==> src/sata_phy_pkg.sv <==
package sata_phy_pkg;

    // lane geometry
    localparam int DATA_BYTES = 4;
    localparam int HALF_BYTES = DATA_BYTES / 2;

    // one lane word and its per-byte flags
    typedef logic [DATA_BYTES*8-1:0] word_t;
    typedef logic [DATA_BYTES-1:0]   flags_t;

    // tx side, PMA reset window in clk cycles
    localparam logic [2:0] TXPMARESET_TIME = 3'd1;

    // rx side, individual reset windows of the transceiver
    localparam logic [6:0] RXPMARESET_TIME     = 7'd17;
    localparam logic [6:0] RXCDRPHRESET_TIME   = 7'd1;
    localparam logic [6:0] RXCDRFREQRESET_TIME = 7'd1;
    localparam logic [6:0] RXDFELPMRESET_TIME  = 7'd15;
    localparam logic [6:0] RXISCANRESET_TIME   = 7'd1;

    // rx user-ready waits for the whole eye reset chain
    localparam logic [6:0] RXEYERESET_TIME = RXPMARESET_TIME
                                           + RXCDRPHRESET_TIME
                                           + RXCDRFREQRESET_TIME
                                           + RXDFELPMRESET_TIME
                                           + RXISCANRESET_TIME;

    // internal reset timer, pulse covers counts 1 .. limit-1
    localparam logic [7:0] RST_TIMER_LIMIT = 8'd8;

    // partial tx pcs reset after the oob sequence
    localparam logic [3:0] TXPCSRESET_CYCLES = 4'd8;

endpackage
==> src/link_port.sv <==
`timescale 1ns/1ps

module link_port (
    input  logic                 clk,
    input  logic                 extrst,
    input  logic                 rst,
    input  logic                 link_up,
    input  sata_phy_pkg::word_t  ll_data_in,
    input  sata_phy_pkg::flags_t ll_charisk_in,
    input  sata_phy_pkg::word_t  txdata_oob,
    input  sata_phy_pkg::flags_t txcharisk_oob,
    input  sata_phy_pkg::word_t  rxdata,
    input  sata_phy_pkg::flags_t rxcharisk,
    input  sata_phy_pkg::flags_t rxdisperr,
    input  sata_phy_pkg::flags_t rxnotintable,
    output sata_phy_pkg::word_t  txdata,
    output sata_phy_pkg::flags_t txcharisk,
    output sata_phy_pkg::word_t  ll_data_out,
    output sata_phy_pkg::flags_t ll_charisk_out,
    output sata_phy_pkg::flags_t ll_err_out
);

    sata_phy_pkg::flags_t rx_err;

    // oob controller owns the lane until the link is up
    assign txdata    = link_up ? ll_data_in    : txdata_oob;
    assign txcharisk = link_up ? ll_charisk_in : txcharisk_oob;

    // per-byte error, bad disparity or invalid code
    assign rx_err = rxdisperr | rxnotintable;

    always_ff @(posedge clk or posedge extrst) begin
        if (extrst) begin
            ll_data_out    <= '0;
            ll_charisk_out <= '0;
            ll_err_out     <= '0;
        end else if (rst) begin
            ll_data_out    <= '0;
            ll_charisk_out <= '0;
            ll_err_out     <= '0;
        end else begin
            ll_data_out    <= rxdata;
            ll_charisk_out <= rxcharisk;
            ll_err_out     <= rx_err;
        end
    end

endmodule

==> src/phy_reset_seq.sv <==
`timescale 1ns/1ps

module phy_reset_seq (
    input  logic clk,
    input  logic extrst,
    input  logic cplllock,
    input  logic usrpll_locked,
    input  logic rxresetdone,
    input  logic txresetdone,
    input  logic txpcsreset_req,
    output logic gtxreset,
    output logic rxuserrdy,
    output logic txuserrdy,
    output logic gtx_ready,
    output logic rst,
    output logic txpcsreset,
    output logic recal_tx_done
);

    logic [2:0] txpmareset_cnt;
    logic [6:0] rxeyereset_cnt;
    logic       txpmareset_done;
    logic       rxeyereset_done;
    logic [7:0] rst_timer;
    logic       rst_r;
    logic [3:0] txpcsreset_cnt;
    logic       txpcsreset_stop;

    // transceiver held in reset until the channel pll locks
    assign gtxreset = extrst | ~cplllock;

    // tx pma window
    assign txpmareset_done = (txpmareset_cnt == sata_phy_pkg::TXPMARESET_TIME);

    always_ff @(posedge clk or posedge extrst) begin
        if (extrst) begin
            txpmareset_cnt <= '0;
        end else if (gtxreset) begin
            txpmareset_cnt <= '0;
        end else if (!txpmareset_done) begin
            txpmareset_cnt <= txpmareset_cnt + 3'd1;
        end
    end

    // rx eye reset window, sum of all rx sub-resets
    assign rxeyereset_done = (rxeyereset_cnt == sata_phy_pkg::RXEYERESET_TIME);

    always_ff @(posedge clk or posedge extrst) begin
        if (extrst) begin
            rxeyereset_cnt <= '0;
        end else if (gtxreset) begin
            rxeyereset_cnt <= '0;
        end else if (!rxeyereset_done) begin
            rxeyereset_cnt <= rxeyereset_cnt + 7'd1;
        end
    end

    // user clocks must be running as well
    assign txuserrdy = usrpll_locked & ~gtxreset & txpmareset_done;
    assign rxuserrdy = usrpll_locked & ~gtxreset & rxeyereset_done;

    assign gtx_ready = rxuserrdy & txuserrdy & rxresetdone & txresetdone;

    // internal reset timer restarts on any loss of lock
    always_ff @(posedge clk or posedge extrst) begin
        if (extrst) begin
            rst_timer <= '0;
        end else if (!cplllock || !usrpll_locked) begin
            rst_timer <= '0;
        end else if (rst_timer != sata_phy_pkg::RST_TIMER_LIMIT) begin
            rst_timer <= rst_timer + 8'd1;
        end
    end

    // pulse while the timer is strictly between 0 and the limit
    always_ff @(posedge clk or posedge extrst) begin
        if (extrst) begin
            rst_r <= 1'b0;
        end else begin
            rst_r <= (rst_timer != 8'd0) && (rst_timer < sata_phy_pkg::RST_TIMER_LIMIT);
        end
    end

    assign rst = rst_r;

    // bounded tx pcs recalibration
    assign txpcsreset_stop = (txpcsreset_cnt == sata_phy_pkg::TXPCSRESET_CYCLES);

    always_ff @(posedge clk or posedge extrst) begin
        if (extrst) begin
            txpcsreset_cnt <= '0;
        end else if (rst_r || !txpcsreset_req) begin
            txpcsreset_cnt <= '0;
        end else if (!txpcsreset_stop) begin
            txpcsreset_cnt <= txpcsreset_cnt + 4'd1;
        end
    end

    // request goes straight through until the count runs out
    assign txpcsreset    = txpcsreset_req & ~txpcsreset_stop;
    assign recal_tx_done = txpcsreset_stop & gtx_ready;

endmodule

==> src/rx_word_align.sv <==
`timescale 1ns/1ps

module rx_word_align (
    input  logic                 clk,
    input  logic                 extrst,
    input  logic                 rst,
    input  sata_phy_pkg::word_t  rxdata_gtx,
    input  sata_phy_pkg::flags_t rxcharisk_gtx,
    input  sata_phy_pkg::flags_t rxchariscomma_gtx,
    input  sata_phy_pkg::flags_t rxdisperr_gtx,
    input  sata_phy_pkg::flags_t rxnotintable_gtx,
    output sata_phy_pkg::word_t  rxdata,
    output sata_phy_pkg::flags_t rxcharisk,
    output sata_phy_pkg::flags_t rxdisperr,
    output sata_phy_pkg::flags_t rxnotintable
);

    localparam int HALF_BITS = sata_phy_pkg::HALF_BYTES * 8;
    localparam int WORD_BITS = sata_phy_pkg::DATA_BYTES * 8;
    localparam int HALF      = sata_phy_pkg::HALF_BYTES;
    localparam int FULL      = sata_phy_pkg::DATA_BYTES;

    logic twobytes_shift;

    // exchange upper and lower half of a flag lane
    function automatic sata_phy_pkg::flags_t swap_flags(input sata_phy_pkg::flags_t f);
        return {f[HALF-1:0], f[FULL-1:HALF]};
    endfunction

    // comma in byte 2 means the word boundary sits mid-word
    always_ff @(posedge clk or posedge extrst) begin
        if (extrst) begin
            twobytes_shift <= 1'b0;
        end else if (rst) begin
            twobytes_shift <= 1'b0;
        end else if (rxchariscomma_gtx[HALF]) begin
            twobytes_shift <= 1'b1;
        end else if (rxchariscomma_gtx[0]) begin
            twobytes_shift <= 1'b0;
        end
    end

    // no register in the data path
    assign rxdata = twobytes_shift ? {rxdata_gtx[HALF_BITS-1:0],
                                      rxdata_gtx[WORD_BITS-1:HALF_BITS]}
                                   : rxdata_gtx;

    assign rxcharisk    = twobytes_shift ? swap_flags(rxcharisk_gtx) : rxcharisk_gtx;
    assign rxdisperr    = twobytes_shift ? swap_flags(rxdisperr_gtx) : rxdisperr_gtx;
    assign rxnotintable = twobytes_shift ? swap_flags(rxnotintable_gtx) : rxnotintable_gtx;

endmodule

==> src/sata_phy_core.sv <==
`timescale 1ns/1ps

module sata_phy_core (
    input  logic                 clk,
    input  logic                 extrst,
    // transceiver status
    input  logic                 cplllock,
    input  logic                 usrpll_locked,
    input  logic                 rxresetdone,
    input  logic                 txresetdone,
    // from the oob controller
    input  logic                 txpcsreset_req,
    input  logic                 link_up,
    input  sata_phy_pkg::word_t  txdata_oob,
    input  sata_phy_pkg::flags_t txcharisk_oob,
    // from the link layer
    input  sata_phy_pkg::word_t  ll_data_in,
    input  sata_phy_pkg::flags_t ll_charisk_in,
    // rx lanes of the transceiver
    input  sata_phy_pkg::word_t  rxdata_gtx,
    input  sata_phy_pkg::flags_t rxcharisk_gtx,
    input  sata_phy_pkg::flags_t rxchariscomma_gtx,
    input  sata_phy_pkg::flags_t rxdisperr_gtx,
    input  sata_phy_pkg::flags_t rxnotintable_gtx,
    // reset and ready state
    output logic                 rst,
    output logic                 gtx_ready,
    output logic                 gtxreset,
    output logic                 rxuserrdy,
    output logic                 txuserrdy,
    output logic                 txpcsreset,
    output logic                 recal_tx_done,
    // tx lanes to the transceiver
    output sata_phy_pkg::word_t  txdata,
    output sata_phy_pkg::flags_t txcharisk,
    // to the link layer
    output sata_phy_pkg::word_t  ll_data_out,
    output sata_phy_pkg::flags_t ll_charisk_out,
    output sata_phy_pkg::flags_t ll_err_out
);

    // aligned rx lanes
    sata_phy_pkg::word_t  rxdata;
    sata_phy_pkg::flags_t rxcharisk;
    sata_phy_pkg::flags_t rxdisperr;
    sata_phy_pkg::flags_t rxnotintable;

    phy_reset_seq phy_reset_seq_i (
        .clk            (clk),
        .extrst         (extrst),
        .cplllock       (cplllock),
        .usrpll_locked  (usrpll_locked),
        .rxresetdone    (rxresetdone),
        .txresetdone    (txresetdone),
        .txpcsreset_req (txpcsreset_req),
        .gtxreset       (gtxreset),
        .rxuserrdy      (rxuserrdy),
        .txuserrdy      (txuserrdy),
        .gtx_ready      (gtx_ready),
        .rst            (rst),
        .txpcsreset     (txpcsreset),
        .recal_tx_done  (recal_tx_done)
    );

    rx_word_align rx_word_align_i (
        .clk               (clk),
        .extrst            (extrst),
        .rst               (rst),
        .rxdata_gtx        (rxdata_gtx),
        .rxcharisk_gtx     (rxcharisk_gtx),
        .rxchariscomma_gtx (rxchariscomma_gtx),
        .rxdisperr_gtx     (rxdisperr_gtx),
        .rxnotintable_gtx  (rxnotintable_gtx),
        .rxdata            (rxdata),
        .rxcharisk         (rxcharisk),
        .rxdisperr         (rxdisperr),
        .rxnotintable      (rxnotintable)
    );

    link_port link_port_i (
        .clk            (clk),
        .extrst         (extrst),
        .rst            (rst),
        .link_up        (link_up),
        .ll_data_in     (ll_data_in),
        .ll_charisk_in  (ll_charisk_in),
        .txdata_oob     (txdata_oob),
        .txcharisk_oob  (txcharisk_oob),
        .rxdata         (rxdata),
        .rxcharisk      (rxcharisk),
        .rxdisperr      (rxdisperr),
        .rxnotintable   (rxnotintable),
        .txdata         (txdata),
        .txcharisk      (txcharisk),
        .ll_data_out    (ll_data_out),
        .ll_charisk_out (ll_charisk_out),
        .ll_err_out     (ll_err_out)
    );

endmodule

==> config.mk <==
export PLATFORM = sky130hd
export DESIGN_NAME = sata_phy_core
export DESIGN_NICKNAME = d
export VERILOG_FILES = /design/src/sata_phy_pkg.sv /design/src/link_port.sv /design/src/phy_reset_seq.sv /design/src/rx_word_align.sv /design/src/sata_phy_core.sv
export SDC_FILE = /design/constraint.sdc
export NUM_CORES = 1
export LEC_CHECK = 0
export CORE_AREA = 2 2 81 83
export DETAILED_ROUTE_END_ITERATION = 12
export DIE_AREA = 0 0 83 85
export DONT_BUFFER_PORTS = 1
export PLACE_DENSITY = 0.73
export RECOVER_POWER = 50
export SLEW_MARGIN = 20
export SYNTH_ARGS = -nofsm -noshare
export SYNTH_HDL_FRONTEND = slang
export SYNTH_SLANG_ARGS = --single-unit
==> constraint.sdc <==
create_clock -name clk -period 4.63 [get_ports clk]
set_clock_uncertainty 0.15 [all_clocks]
set_input_delay 0.463 -clock clk [delete_from_list [all_inputs] [get_ports clk]]
set_output_delay 0.463 -clock clk [all_outputs]
set_load 0.1 [all_outputs]
==> flow_summary.json, run 1 <==
{
  "antenna_found_initial": 7,
  "fmax_ghz": 0.3447,
  "seq_area_frac_synth_pct": 48.34,
  "status": "complete, but fails checks",
  "die_h_um": 85,
  "drive_gt1_share_pct": 9.585,
  "io_buffers": 0,
  "cts.clk_slew.worst_paths_ps": 70,
  "synth-seq-cells": 64,
  "ys.flop_type": "dfrtp_1",
  "holdPathEnd": "rx_word_align_i.twobytes_shift",
  "ff_latch_area_mm2": 0.001602,
  "r2r-end": "link_port_i.ll_data_out[0]",
  "slew_violations": 46,
  "fillerInstances": 564,
  "post_cts_resized": 0,
  "endpoint_kind": "primary output",
  "synth_top_cell_by_area": "dfrtp_1",
  "syn_area_mm2": 0.003313,
  "start_kind": "flip-flop",
  "via_per_inst": 5.911,
  "holdCritPathClass": "input pin to flip-flop",
  "required_ps": 4020,
  "whs_path_depth": 2,
  "ant_nets": 0,
  "dp_hpwl_mm": 6.580,
  "cts_num_sinks": 64,
  "cts.path.max_buffers": 2,
  "drt_iter0_drc": 90,
  "arrival_ps": 2290,
  "setup_viol": 0,
  "syn_nets": 442,
  "grt_use_total_pct": 23.08,
  "die-width_um": 83,
  "overflow": 0,
  "dp_cells": 373,
  "grt_max_degree": 46,
  "yosysWarnings": 0,
  "post_cts_buffers": 0,
  "tritoncts": "yes",
  "period_share_pct": 62.66,
  "layout_min_cycle_time_ps": 2901,
  "syn2layout_area_growth_pct": 8.875,
  "p_total_mw": 1.741,
  "reg2reg_from": "rx_word_align_i.twobytes_shift",
  "rows": 29,
  "htree_levels": 3,
  "path_max_fanout": 5,
  "netlist.area_leader.share_pct": 48.34,
  "worst_slew_pin_slew_ps": 2081,
  "powerDensity_mw_per_mm2": 482.7,
  "worst-setup-path-type": "flip-flop to primary output",
  "grt_pass1_wl_mm": 12.32,
  "drt-total-wl_mm": 8.412,
  "drv_cap": 1,
  "finalNonFillerCells": 395,
  "ff2ff_setup_slack_ps": 2060,
  "cts_made_buffers": 9,
  "vdd_drop_max_uv": 303.5,
  "rr_worst_depth": 2,
  "nets": 443,
  "synth_area_per_cell_um2": 10.79,
  "worstSkewPairLatency_ps": 330,
  "final_core_util_pct": 58.14,
  "initial_core_util_pct": 53.40,
  "cts_root_buffer": "clkbuf_8",
  "io_pins": 211,
  "wire_per_inst_um": 21.30,
  "core-area_mm2": 0.006205,
  "multiInputGateArea_mm2": 0.001599,
  "gp_congestion": 0.8162,
  "cts-hold-fix-buffers": 1,
  "hold_violations": 0,
  "async_flop_share_pct": 100.0,
  "synthTopCellsByArea": "dfrtp_1, mux2_2, mux2i_1",
  "die_area_mm2": 0.007055,
  "first_global_vias": 2281,
  "drc": 0,
  "hold_start": "rxchariscomma_gtx[2]",
  "violations": "max-capacitance violations, max-slew violations",
  "setup_tns_ps": 0,
  "synth_cells": 307,
  "static-leakage-power_nw": 1.624,
  "num_vias": 2335,
  "max-slew-margin-rel_pct": -38.73,
  "rsz0062_at_grt": "no",
  "yosysUniqueCellTypes": 32,
  "synth_enable_flop_cells": 0,
  "dr.pass1.iters": 4
}
per-layer routing:
metal | vias up | routed length [um] | track usage, %
met1 | 1129 | 3600 | 30.85
li1 | 1066 | - | -
met3 | 15 | 1095 | 14.30
met2 | 123 | 3593 | 30.94
met5 | - | 7 | 0
met4 | 2 | 115 | 7.303
registers in the layout, summed over array words and instances, names as in the netlist:
name,flops
link_port_i.ll_data_out,32
phy_reset_seq_i.txpcsreset_cnt,4
phy_reset_seq_i.rst,1
rx_word_align_i.twobytes_shift,1
phy_reset_seq_i.rst_timer,8
link_port_i.ll_charisk_out,4
link_port_i.ll_err_out,4
phy_reset_seq_i.txpmareset_cnt,3
phy_reset_seq_i.rxeyereset_cnt,7
worst max-delay path by stage:
stage | startpoint | endpoint | cells after the start
after global routing | phy_reset_seq_i.rxeyereset_cnt[3] | rxuserrdy | 3
after floorplan | phy_reset_seq_i.txpmareset_cnt[1] | recal_tx_done | 5
after detailed placement | phy_reset_seq_i.rxeyereset_cnt[3] | rxuserrdy | 3
final | phy_reset_seq_i.rxeyereset_cnt[3] | rxuserrdy | 3
after global placement | phy_reset_seq_i.rxeyereset_cnt[3] | rxuserrdy | 3
after CTS | phy_reset_seq_i.rxeyereset_cnt[3] | rxuserrdy | 3
cell families (layout without fill, tap and decap cells):
kind of cell,after synthesis,in the layout,synth area share (%)
and+or+nand+nor,103,103,15.37
muxes,73,73,23.41
DFF,64,64,48.34
buffers and inverters,26,32,3.285
AOI/OAI and AO/OA,25,25,4.570
xor gates and xnor gates,9,9,2.379
adders and majority gates,7,7,2.643
other,0,5,0
Yosys cell counts, types with 6 or more instances:
master and number:
nor2_1 50, inv_1 11, a211oi_1 7, o21ai_0 6, buf_2 9, clkbuf_1 6
nand2_1 8, nor3_1 8, mux2_2 36, mux2i_1 37, nand3_1 11, dfrtp_1 64
a21oi_1 9, ha_1 7, xor2_1 7
layout by cell type (no fill, tap or decap), types with 2 or more instances in the layout:
| cell type | netlist | routed |
|---|---|---|
| a211oi_1 | 7 | 7 |
| a21oi_1 | 9 | 9 |
| and2_1 | 2 | 2 |
| buf_4 | 0 | 2 |
| clkbuf_16 | 0 | 2 |
| clkbuf_8 | 0 | 10 |
| clkinv_2 | 0 | 2 |
| clkinv_4 | 0 | 2 |
| dfrtp_1 | 64 | 64 |
| diode_2 | 0 | 5 |
| ha_1 | 7 | 7 |
| inv_1 | 11 | 11 |
| mux2_1 | 0 | 31 |
| mux2_2 | 36 | 5 |
| mux2i_1 | 37 | 37 |
| nand2_1 | 8 | 8 |
| nand2b_1 | 2 | 2 |
| nand3_1 | 11 | 11 |
| nand3b_1 | 2 | 2 |
| nor2_1 | 50 | 50 |
| nor2b_1 | 4 | 4 |
| nor3_1 | 8 | 7 |
| nor3b_1 | 3 | 3 |
| nor4_1 | 2 | 2 |
| o21ai_0 | 6 | 6 |
| or3_1 | 5 | 5 |
| xnor2_1 | 2 | 2 |
| xor2_1 | 7 | 7 |
area by class of cell:
class | count | area share (%)
flip-flops and latches | 64 | 44.40
multi-input cells | 217 | 44.33
clock buffers | 10 | 3.815
well taps | 77 | 2.671
repair buffers | 5 | 2.081
clock inverters | 6 | 1.214
inverters | 11 | 1.145
diodes | 5 | 0.3469
critical path: stages (launching register included):
cell and delay (ps):
dfrtp_1 440, or4_4 580, nor2_4 130, and3_1 810
through the flow:
stage	worst slack, ps	hold WS [ps]	area, um2
finish	1729	119.0	3607
global route	1642	95.45	3600
CTS	1713	101.4	3612
detailed placement	2084	266.7	3421
global placement	2124	269.0	3421
floorplan	130.1	351.1	3313
report_power, final:
group          switching, mW  total [mW]  internal, mW
clock network          0.225       0.436         0.211
registers              0.380       0.980         0.600
logic                  0.254       0.326        0.0718
No activity file was read; power rests on OpenSTA's default activity.
==> inputs of run 2 (changes only) <==
ABC_AREA = 1   (was unset)
CORE_AREA = 2 2 83 85   (was 2 2 81 83)
DIE_AREA = 0 0 85 87   (was 0 0 83 85)
clock period = 3 ns   (was 4.63 ns; I/O delays follow)
==> flow_summary.json, run 2 <==
{
  "r2r-end": "link_port_i.ll_data_out[12]",
  "nets": 567,
  "post_cts_resized": 0,
  "worst_slew_pin_slew_ps": 1579,
  "fillerInstances": 513,
  "ant_nets": 0,
  "synth-simple-area-share_pct": 21.72,
  "drt-total-wl_mm": 9.680,
  "cts_root_buffer": "clkbuf_8",
  "syn2layout_area_growth_pct": 23.09,
  "fmax_ghz": 0.3943,
  "async_flop_share_pct": 100.0,
  "netlist.area_leader.share_pct": 46.18,
  "initial_core_util_pct": 52.80,
  "crit_top_cell": "clkinvlp_2",
  "slowest_delay_ps": 540,
  "cts_made_buffers": 9,
  "die_h_um": 87,
  "ff2ff_setup_slack_ps": 570,
  "io_buffers": 0,
  "cts.clk_slew.worst_paths_ps": 70,
  "synth_area_per_cell_um2": 9.349,
  "grt_use_total_pct": 25.40,
  "grt_pass1_wl_mm": 14.50,
  "path_max_fanout": 9,
  "setup_viol": 0,
  "overflow": 0,
  "drv_cap": 1,
  "arrival_ps": 2090,
  "top_regs": "link_port_i.ll_data_out (32), phy_reset_seq_i.rst_timer (8), phy_reset_seq_i.rxeyereset_cnt (7)",
  "grt_util_met3_pct": 9.194,
  "synthAdderAreaFrac_pct": 2.525,
  "htree_levels": 3,
  "timing.final.ws_setup_ps": 463.9,
  "synth_xor_area_share_pct": 1.263,
  "drc": 0,
  "worstPathBufferInverterCount": 5,
  "whs_path_depth": 2,
  "start_kind": "input pin",
  "die-width_um": 85,
  "vdd_drop_max_uv": 407.4,
  "powerDensity_mw_per_mm2": 694.5,
  "rsz0062_at_grt": "no",
  "core-area_mm2": 0.006569,
  "synth_cells": 371,
  "cts.path.max_buffers": 2,
  "synth_common_cells": "nand2_1, dfrtp_1, a21oi_1",
  "synth_top_cell_by_area": "dfrtp_1",
  "seq_area_frac_synth_pct": 46.18,
  "drive_gt1_share_pct": 10.30,
  "tritoncts": "yes",
  "first_global_vias": 2941,
  "met2_usage_pct": 41.19,
  "final_core_util_pct": 64.99,
  "grt-busiest-layer": "met2",
  "synth_compound_area_share_pct": 6.962,
  "via_per_inst": 5.581,
  "finalNonFillerCells": 518,
  "static-leakage-power_nw": 1.938,
  "crit_chain": "dlygate4sd3_1 > clkinvlp_2 > nand2_1 > clkinvlp_2 > nand4_2 > inv_1 > buf_12",
  "setup_tns_ps": 0,
  "dr.pass1.iters": 4,
  "dp_cells": 443,
  "hold_violations": 0,
  "top_register": "link_port_i.ll_data_out",
  "max-slew-margin-rel_pct": -5.285,
  "synthMuxAreaShare_pct": 15.22,
  "status": "complete, but fails checks",
  "grt_util_met1_pct": 30.93,
  "period_share_pct": 84.54,
  "crit_family": "buffers and inverters",
  "required_ps": 2550,
  "grt_max_degree": 65,
  "yosysWarnings": 0,
  "synth_top_family_by_area": "simple AND/OR/NAND/NOR gates",
  "endpoint_kind": "primary output",
  "dp_slack_ps": 1059,
  "violations": "max-capacitance violations, max-slew violations",
  "yosysMostFrequentCell": "nand2_1",
  "largest_reg_flops": 32,
  "die_area_mm2": 0.007395,
  "holdCritPathClass": "input pin to flip-flop",
  "hold_start": "rxnotintable_gtx[0]",
  "synth-seq-cells": 64,
  "cts_num_sinks": 64,
  "syn_area_mm2": 0.003468,
  "ys.flop_type": "dfrtp_1",
  "gp_congestion": 0.8349,
  "syn_nets": 506,
  "synth_enable_flop_cells": 0,
  "rr_worst_depth": 4,
  "synthTopCellsByArea": "dfrtp_1, mux2_4, nand2_1",
  "worstSkewPairLatency_ps": 350,
  "num_vias": 2891,
  "worst-setup-path-type": "input pin to primary output",
  "critPathSlowestCell": "dlygate4sd3_1",
  "reg2reg_from": "rx_word_align_i.twobytes_shift",
  "io_pins": 211,
  "final_cell_mix": "nand2_1, dfrtp_1, dlygate4sd3_1",
  "drt_iter0_drc": 191,
  "mostFrequentLayoutCell": "nand2_1",
  "layout_min_cycle_time_ps": 2536,
  "antenna_found_initial": 1,
  "holdPathEnd": "link_port_i.ll_err_out[2]",
  "slew_violations": 65,
  "wire_per_inst_um": 18.69,
  "yosysUniqueCellTypes": 30,
  "dp_hpwl_mm": 6.288,
  "rows": 30
}
run 2: through the flow:
stage	instance area, um2	hold WS [ps]	power [mW]
after floorplan	3487	130.5	2.019
after global placement	3598	290.9	2.053
after detailed placement	3598	296.5	2.064
after CTS	4405	1.797	3.004
after global routing	4269	54.30	3.061
final	4269	30.14	2.965
run 2: logic make-up (layout without fill, tap and decap cells):
family / count (synthesis) / count (layout)
fa+ha+maj: 7 / 7
xor+xnor: 5 / 5
buf+inv: 43 / 109
other cells: 0 / 1
flops: 64 / 64
mux: 37 / 37
simple gates: 167 / 167
compound gates: 48 / 48
run 2: how the worst max path moves through the flow:
stage | slack [ps] | from | cells after the start | end
floorplan | 30 | extrst | 5 | recal_tx_done
CTS | 660 | phy_reset_seq_i.txpcsreset_cnt[0] | 7 | recal_tx_done
detailed placement | 1060 | phy_reset_seq_i.txpcsreset_cnt[0] | 7 | recal_tx_done
global route | 310 | extrst | 7 | rxuserrdy
finish | 460 | extrst | 7 | rxuserrdy
global placement | 1110 | phy_reset_seq_i.txpcsreset_cnt[0] | 7 | recal_tx_done
run 2: routing by layer:
| layer | wire (um) | up-vias |
|---|---|---|
| li1 | - | 1335 |
| met4 | 225 | 0 |
| met1 | 3915 | 1400 |
| met5 | 0 | - |
| met3 | 759 | 21 |
| met2 | 4780 | 135 |
run 2: where the power goes:
part	internal, mW	total (mW)	switching [mW]	leakage, nW
combinational	0.158	0.617	0.458	1.01
sequential	0.927	1.49	0.565	0.822
clock	0.476	0.857	0.380	0.110
run 2: final cells by class:
cell class | count | area, um2 | area share, %
sequential | 64 | 1603 | 37.54
multi-input combinational | 264 | 1538 | 36.02
timing repair buffer | 68 | 703.2 | 16.47
clock buffer | 9 | 123.9 | 2.902
clock inverter | 7 | 102.6 | 2.403
tap | 80 | 100.1 | 2.345
inverter | 25 | 96.34 | 2.257
antenna | 1 | 2.502 | 0.05862
run 2: worst register-to-register path: cells and delay by family, from the launching register on:
kind                   cells  cell delay (ps)
buffers and inverters      2             1460
DFF                        1              380
AOI/OAI and AO/OA          1              210
and+or+nand+nor            1              180
run 2: what timing repair did:
action,in CTS,in global routing
hold buffers,58,0
setup endpoints to repair,0,0
buffers inserted,0,0
endpoints found under the hold margin,103,0
